File: src/design/ahb_pkg.sv
`default_nettype none

package ahb_pkg;

  // --------------------------------------------------
  // Bus widths
  // --------------------------------------------------
  localparam int ADDR_W = 32;                     // HADDR width
  localparam int DATA_W = 32;                     // HWDATA width

  // --------------------------------------------------
  // Transfer type
  // --------------------------------------------------
  typedef enum logic [1:0] {
    IDLE   = 2'b00,                               // No transfer
    BUSY   = 2'b01,                               // Burst pause by the master
    NONSEQ = 2'b10,                               // First beat or single
    SEQ    = 2'b11                                // Following burst beat
  } htrans_e;

  // Write data word
  typedef logic [DATA_W-1:0] ahb_data_t;

  // --------------------------------------------------
  // Address phase
  // --------------------------------------------------
  typedef struct packed {
    logic              hsel;                      // Target select
    logic [ADDR_W-1:0] haddr;                     // Address
    htrans_e           htrans;                    // Transfer type
    logic              hwrite;                    // Write when high
    logic [2:0]        hsize;                     // Transfer size
    logic [2:0]        hburst;                    // Burst type
    logic [3:0]        hprot;                     // Protection control
    logic [3:0]        hmaster;                   // Master ID
    logic              hmastlock;                 // Locked sequence
  } ahb_ctrl_t;

endpackage

`default_nettype wire

File: src/design/matrix_pkg.sv
`default_nettype none

package matrix_pkg;

  // --------------------------------------------------
  // Port numbering
  // --------------------------------------------------
  localparam int PORT_IDX_W = 2;                  // Enough for up to 4 ports

  typedef logic [PORT_IDX_W-1:0] port_idx_t;

  // --------------------------------------------------
  // One input port as seen by the output stage
  // --------------------------------------------------
  typedef struct packed {
    ahb_pkg::ahb_ctrl_t ctrl;                     // Held address phase
    ahb_pkg::ahb_data_t wdata;                    // Write data of the port
    logic               held_tran;                // Transfer held in input stage
  } port_req_t;

endpackage

`default_nettype wire

File: src/design/addr_ctrl_mux.sv
`default_nettype none
`timescale 1ns/10ps

module addr_ctrl_mux #(
  parameter int N_PORTS = 4                               // Number of input ports, 2 to 4
) (
  input  wire matrix_pkg::port_req_t i_ports [N_PORTS],   // Input port requests
  input  wire matrix_pkg::port_idx_t i_grant,             // Granted port
  input  wire logic                  i_no_port,           // No port granted
  output ahb_pkg::ahb_ctrl_t         o_m_ctrl,            // Address/control to target
  output logic [N_PORTS-1:0]         o_active             // One-hot owner of the target
);

  import matrix_pkg::*;

  // --------------------------------------------------
  // Address and control select
  // --------------------------------------------------
  always_comb
  begin
    o_m_ctrl = '0;                                        // Idle, unselected
    if (!i_no_port)
    begin
      for (int i = 0; i < N_PORTS; i++)
      begin
        if (i_grant == port_idx_t'(i))
        begin
          o_m_ctrl = i_ports[i].ctrl;                     // Whole phase from owner
        end
      end
    end
  end

  // --------------------------------------------------
  // Active decode
  // --------------------------------------------------
  // Tells each input stage that its held transfer is on the target
  always_comb
  begin
    o_active = '0;
    for (int i = 0; i < N_PORTS; i++)
    begin
      o_active[i] = !i_no_port && (i_grant == port_idx_t'(i)); // Same grant as the mux
    end
  end

endmodule

`default_nettype wire

File: src/design/burst_arbiter.sv
`default_nettype none
`timescale 1ns/10ps

module burst_arbiter #(
  parameter int N_PORTS = 4                               // Number of input ports, 2 to 4
) (
  input  wire logic                  HCLK,                // Bus clock
  input  wire logic                  HRESETn,             // Sync reset, active low
  input  wire matrix_pkg::port_req_t i_ports [N_PORTS],   // Input port requests
  input  wire ahb_pkg::ahb_ctrl_t    i_m_ctrl,            // Currently routed address phase
  input  wire logic                  i_hreadymux,         // Phase completes when high
  output matrix_pkg::port_idx_t      o_grant,             // Granted port
  output logic                       o_no_port            // No port granted
);

  import ahb_pkg::*;
  import matrix_pkg::*;

  logic [N_PORTS-1:0] req;                                // Qualified requests
  logic               hsel_lock;                          // Lock survives deselect
  logic               next_hsel_lock;                     // Lock flag next value
  logic               hlock_arb;                          // Lock as seen by arbitration
  logic               burst_hold;                         // Burst in progress
  logic               hold;                               // Keep current grant
  port_idx_t          next_grant;                         // Priority winner
  logic               next_no_port;                       // Nobody requesting

  // --------------------------------------------------
  // Request qualification
  // --------------------------------------------------
  always_comb
  begin
    for (int i = 0; i < N_PORTS; i++)
    begin
      req[i] = i_ports[i].held_tran & i_ports[i].ctrl.hsel; // Held and aimed at us
    end
  end

  // --------------------------------------------------
  // Lock tracking
  // --------------------------------------------------
  // A master may address another target in the middle of a locked
  // sequence. The flag remembers that the sequence started here, so
  // the lock is honoured while hsel is low.
  always_comb
  begin
    if (i_m_ctrl.hsel && (i_m_ctrl.htrans inside {NONSEQ, SEQ}) && i_m_ctrl.hmastlock)
    begin
      next_hsel_lock = 1'b1;                              // Locked beat on this target
    end
    else if (!i_m_ctrl.hmastlock)
    begin
      next_hsel_lock = 1'b0;                              // Sequence over
    end
    else
    begin
      next_hsel_lock = hsel_lock;                         // Deselected, still locked
    end
  end

  always_ff @(posedge HCLK)
  begin
    if (!HRESETn)
    begin
      hsel_lock <= 1'b0;
    end
    else if (i_hreadymux)                                 // Only on completing edges
    begin
      hsel_lock <= next_hsel_lock;
    end
  end

  // Lock masked when not selected, unless the sequence began here
  assign hlock_arb = i_m_ctrl.hmastlock & (i_m_ctrl.hsel | hsel_lock);

  // --------------------------------------------------
  // Hold rule
  // --------------------------------------------------
  assign burst_hold = i_m_ctrl.hsel & (i_m_ctrl.htrans inside {BUSY, SEQ});
  assign hold       = burst_hold | hlock_arb;             // Burst or locked sequence

  // --------------------------------------------------
  // Fixed priority, port 0 highest
  // --------------------------------------------------
  always_comb
  begin
    next_grant   = o_grant;                               // Park on last owner
    next_no_port = 1'b1;
    for (int i = N_PORTS - 1; i >= 0; i--)
    begin
      if (req[i])
      begin
        next_grant   = port_idx_t'(i);                    // Lower index overrides
        next_no_port = 1'b0;
      end
    end
    if (hold)
    begin
      next_grant   = o_grant;                             // Current owner keeps the bus
      next_no_port = o_no_port;
    end
  end

  // Grant register
  always_ff @(posedge HCLK)
  begin
    if (!HRESETn)
    begin
      o_grant   <= '0;
      o_no_port <= 1'b1;                                  // Nobody owns the target
    end
    else if (i_hreadymux)                                 // Frozen during wait states
    begin
      o_grant   <= next_grant;
      o_no_port <= next_no_port;
    end
  end

endmodule

`default_nettype wire

File: src/design/data_phase_ctrl.sv
`default_nettype none
`timescale 1ns/10ps

module data_phase_ctrl #(
  parameter int N_PORTS = 4                               // Number of input ports, 2 to 4
) (
  input  wire logic                  HCLK,                // Bus clock
  input  wire logic                  HRESETn,             // Sync reset, active low
  input  wire matrix_pkg::port_req_t i_ports [N_PORTS],   // Input port requests
  input  wire matrix_pkg::port_idx_t i_grant,             // Owner of the address phase
  input  wire ahb_pkg::ahb_ctrl_t    i_m_ctrl,            // Routed address phase
  input  wire logic                  i_hreadyout,         // Ready from the target
  output ahb_pkg::ahb_data_t         o_hwdata,            // Write data to target
  output logic                       o_hreadymux          // Phase completes when high
);

  import ahb_pkg::*;
  import matrix_pkg::*;

  port_idx_t data_port;                                   // Owner of the data phase
  logic      wdata_phase;                                 // Data phase carries a beat
  logic      slave_sel;                                   // Target was addressed

  // --------------------------------------------------
  // Address to data phase pipeline
  // --------------------------------------------------
  always_ff @(posedge HCLK)
  begin
    if (!HRESETn)
    begin
      data_port   <= '0;
      wdata_phase <= 1'b0;
      slave_sel   <= 1'b0;                                // Ready driven high after reset
    end
    else if (o_hreadymux)                                 // Advance on completing edge
    begin
      data_port   <= i_grant;
      wdata_phase <= i_m_ctrl.hsel & (i_m_ctrl.htrans inside {NONSEQ, SEQ});
      slave_sel   <= i_m_ctrl.hsel;
    end
  end

  // --------------------------------------------------
  // Write data mux
  // --------------------------------------------------
  always_comb
  begin
    o_hwdata = '0;                                        // Quiet bus outside data beats
    if (wdata_phase)
    begin
      for (int i = 0; i < N_PORTS; i++)
      begin
        if (data_port == port_idx_t'(i))
        begin
          o_hwdata = i_ports[i].wdata;
        end
      end
    end
  end

  // Target ready only matters when the target owns the data phase
  assign o_hreadymux = slave_sel ? i_hreadyout : 1'b1;

endmodule

`default_nettype wire

File: src/design/output_stage_top.sv
`default_nettype none
`timescale 1ns/10ps

module output_stage_top #(
  parameter int N_PORTS = 4                               // Number of input ports, 2 to 4
) (
  input  wire logic                  HCLK,                // Bus clock
  input  wire logic                  HRESETn,             // Sync reset, active low
  input  wire matrix_pkg::port_req_t i_ports [N_PORTS],   // From the input stages
  input  wire logic                  i_hreadyout,         // Ready from the target
  output ahb_pkg::ahb_ctrl_t         o_m_ctrl,            // Address/control to target
  output ahb_pkg::ahb_data_t         o_hwdata,            // Write data to target
  output logic                       o_hreadymux,         // Ready back to the matrix
  output logic [N_PORTS-1:0]         o_active             // Per-port active flags
);

  import matrix_pkg::*;

  port_idx_t grant;                                       // Registered owner
  logic      no_port;                                     // Target unowned

  // --------------------------------------------------
  // Arbitration
  // --------------------------------------------------
  burst_arbiter #(
    .N_PORTS     (N_PORTS)
  ) u_burst_arbiter (
    .HCLK        (HCLK),
    .HRESETn     (HRESETn),
    .i_ports     (i_ports),
    .i_m_ctrl    (o_m_ctrl),                              // Hold rule looks at routed phase
    .i_hreadymux (o_hreadymux),
    .o_grant     (grant),
    .o_no_port   (no_port)
  );

  // --------------------------------------------------
  // Address phase routing
  // --------------------------------------------------
  addr_ctrl_mux #(
    .N_PORTS     (N_PORTS)
  ) u_addr_ctrl_mux (
    .i_ports     (i_ports),
    .i_grant     (grant),
    .i_no_port   (no_port),
    .o_m_ctrl    (o_m_ctrl),
    .o_active    (o_active)
  );

  // --------------------------------------------------
  // Data phase and ready
  // --------------------------------------------------
  data_phase_ctrl #(
    .N_PORTS     (N_PORTS)
  ) u_data_phase_ctrl (
    .HCLK        (HCLK),
    .HRESETn     (HRESETn),
    .i_ports     (i_ports),
    .i_grant     (grant),                                 // Becomes data owner on completion
    .i_m_ctrl    (o_m_ctrl),
    .i_hreadyout (i_hreadyout),
    .o_hwdata    (o_hwdata),
    .o_hreadymux (o_hreadymux)
  );

endmodule

`default_nettype wire

File: config.mk
export PLATFORM = sky130hd
export DESIGN_NAME = output_stage_top
export DESIGN_NICKNAME = d
export VERILOG_FILES = /design/src/design/ahb_pkg.sv /design/src/design/matrix_pkg.sv /design/src/design/addr_ctrl_mux.sv /design/src/design/burst_arbiter.sv /design/src/design/data_phase_ctrl.sv /design/src/design/output_stage_top.sv
export SDC_FILE = /design/constraint.sdc
export NUM_CORES = 1
export LEC_CHECK = 0
export BUFFER_PORTS_ARGS = -buffer_cell sky130_fd_sc_hd__buf_4
export CORE_AREA = 2 2 164 166
export DETAILED_ROUTE_END_ITERATION = 16
export DIE_AREA = 0 0 166 168
export PLACE_DENSITY_LB_ADDON = 0.05
export SYNTH_ARGS = -nofsm -noshare
export SYNTH_HDL_FRONTEND = slang
export SYNTH_SLANG_ARGS = --single-unit
File: constraint.sdc
create_clock -name HCLK -period 2.2 [get_ports HCLK]
set_clock_uncertainty 0.15 [all_clocks]
set_input_delay 0.11 -clock HCLK [delete_from_list [all_inputs] [get_ports HCLK]]
set_output_delay 0.11 -clock HCLK [all_outputs]
set_load 0.05 [all_outputs]
==> metrics.cfg <==
[cells_and_area]
syn_to_final_growth_pct=129
fin_cells=1003
stdcell_area_mm2=0.00670
diodes=0
drive_above_1_share=0.807
layout.nets=1002

[worst_setup_path]
crit_chain=buf_4 -> mux4_2 -> nor2b_1 -> buf_4
arrival_ns=1.84
reg2reg_depth=5
critical_path.top_delay_family=multiplexers
rrSetupSlack_ns=0.27
r2r-end=u_burst_arbiter.o_grant[0]$_SDFFE_PN0P_
reg2reg_from=u_burst_arbiter.o_grant[0]$_SDFFE_PN0P_
worst_path_most_repeated_cell=buf_4
crit_type=flop to primary output
critical_path.max_fanout=11
cp-end-kind=primary output
worst-endpoint-required_ns=1.94
cpPeakStageDelay_ns=0.51
slowest_stage=mux4_2
crit_buf_inv=2
startpoint_type=flop

[route]
vias=3960
wl_per_cell_um=18.9
drc_errors=0
via_per_inst=3.95
drt_iter0_markers=106
dr.pass1.iters=4
wl_um=19000
antenna_left=0

[synthesis]
yosysSeqAreaShare=0.0548
syn_inst=246
synth_top_area_frac=0.616
syn_area_per_cell_um2=11.9
synthMuxAreaShare=0.644
yosys.area_share.simple=0.208
synth_area_leaders=mux4_2, nor2b_1, and2_1
synth_area_mm2=0.00292
synth-xor-area-share=0
synthArstFlopShare=0
synthAdderAreaFrac=0
synth_top_family_by_area=multiplexers
synth_fp_nets=585
ys_ff_latch=8
yosys_most_used_dff=dfxtp_1
yosysMostFrequentCell=mux4_2
synth_top_cells_by_count=mux4_2, nor2b_1, and2_1
synth_top_cell_by_area=mux4_2
ys_warn_count=0
synth_edf_count=0
synth_compound_area_frac=0.0368
synth.distinct_cells=28

[cts]
cts_made_buffers=3
clk_pin_slew_worst_paths_ns=0.04
clk_latency_ns=0.23
post_cts_buffers=0
cts_buffer_depth=2
clock-root-buffer=clkbuf_16
cts.htree.levels=1
cts_tree=built
cts_sinks=8

[timing]
setup_viol=0
relSlewSlack=0.695
fin_crit_sh=0.953
tns_ns=0
rsz0062_at_grt=false
worst_pin_slew_ns=0.457
final.min_clock_period_ns=2.10
final_max_slew_viol_count=0
max_freq_mhz=477
hold_viol=0
holdWs_ns=0.0702

[placement]
io_buffers=426
dpl_cell_area_mm2=0.00657
hpwl_um=16600
gp_congestion=0.822
dp.cells=997

[pwr]
p_total_uw=2640
p_leak_uw=0.00305
p_per_area_mw_per_mm2=395
peakVddDrop_v=0.000204

[hold_path]
whs_endpoint=u_burst_arbiter.o_grant[0]$_SDFFE_PN0P_
min_path_type=input port to flop
holdCritStartpoint=i_ports[84]
whs_path_depth=4

[grt]
antenna_found_initial=0
groute.usage.overall=0.127
grt_pass1_wl_um=27400
grt.overflow.total=0
grt_start_max_net_pins=41
grt_pass1_vias=4507

[floorplan]
core-area_mm2=0.0264
die_w_um=166
die_area_mm2=0.0279
initial_core_util=0.111
num_rows=60
pin_count=427
dieHeight_um=168

[status]
outcome=complete, no violations

[job]
cap_violations=0

[per-layer routing]
layer	track usage	routed length (um)	share of wire	up-vias
met2	0.267	11100	0.58	249
met1	0.120	5860	0.31	1887
met3	0.0400	1790	0.095	10
met4	0.0227	246	0.013	0
li1	-	-	-	1814
met5	0	0	0	-
[flip-flops by register name (all words and copies together), names as in the netlist]
| signal | cells |
|---|---|
| u_burst_arbiter.hsel_lock | 1 |
| u_burst_arbiter.o_grant | 2 |
| u_burst_arbiter.o_no_port | 1 |
| u_data_phase_ctrl.data_port | 2 |
| u_data_phase_ctrl.slave_sel | 1 |
| u_data_phase_ctrl.wdata_phase | 1 |
[where the power goes]
part           internal, uW  switching, uW
clock                   242           73.9
combinational          1120           1000
sequential              163           45.1
[logic make-up after synthesis]
kind of cell | count (synthesis)
AO/OA/AOI/OAI | 13
buffers and inverters | 33
flip-flops | 8
multiplexers | 88
AND/OR/NAND/NOR | 104
[final cells by class]
| type | instances | area (um2) |
|---|---|---|
| flip-flops and latches | 8 | 169 |
| multi-input cells | 205 | 2610 |
| inverters | 3 | 11.3 |
| repair buffers | 442 | 3410 |
| fillers | 2861 | 19600 |
| clock buffers | 4 | 78.8 |
| well taps | 341 | 427 |
[tightest hold or removal path, cell delays in order]
cell     delay (ns)
buf_4          0.08
nand3_1        0.05
nand3_1        0.09
mux2i_1        0.07
[worst max-delay path by stage]
stage | from | end | cells after the start
after floorplan | u_burst_arbiter.o_grant[0]$_SDFFE_PN0P_ | u_burst_arbiter.hsel_lock$_SDFFE_PN0P_ | 6
final | u_burst_arbiter.o_grant[0]$_SDFFE_PN0P_ | o_m_ctrl[38] | 4
after global placement | u_burst_arbiter.o_grant[0]$_SDFFE_PN0P_ | o_m_ctrl[32] | 4
after CTS | u_burst_arbiter.o_grant[0]$_SDFFE_PN0P_ | o_m_ctrl[17] | 4
after global routing | u_burst_arbiter.o_grant[0]$_SDFFE_PN0P_ | o_m_ctrl[37] | 4
after detailed placement | u_burst_arbiter.o_grant[0]$_SDFFE_PN0P_ | o_m_ctrl[32] | 4
[cells in the final DEF (no fill, tap or decap), types with 2 or more instances in the layout]
cell and count:
a21boi_0 2, and2_1 32, buf_12 4, buf_4 434, clkbuf_16 4, dfxtp_1 3
dfxtp_2 4, inv_1 3, mux2i_1 8, mux4_2 80, nand2_1 10, nand2b_1 2
nand3_1 3, nor2_1 5, nor2b_1 50, o22ai_2 3
[repair_timing]
item | in CTS | in global routing
hold endpoints to repair | 1 | 0
gates cloned | 0 | 1
endpoints found under the setup margin | 16 | 7
resized for setup | 1 | 4
hold buffers | 1 | 0
[metrics by stage]
stage | setup WS, ns | util
2_1_floorplan | 0.0330 | -
3_3_place_gp | 0.225 | 0.249
3_5_place_dp | 0.214 | 0.249
4_1_cts | 0.0122 | 0.253
5_1_grt | 0.0140 | 0.254
6_report | 0.104 | 0.254
No activity file was read; power rests on OpenSTA's default activity.
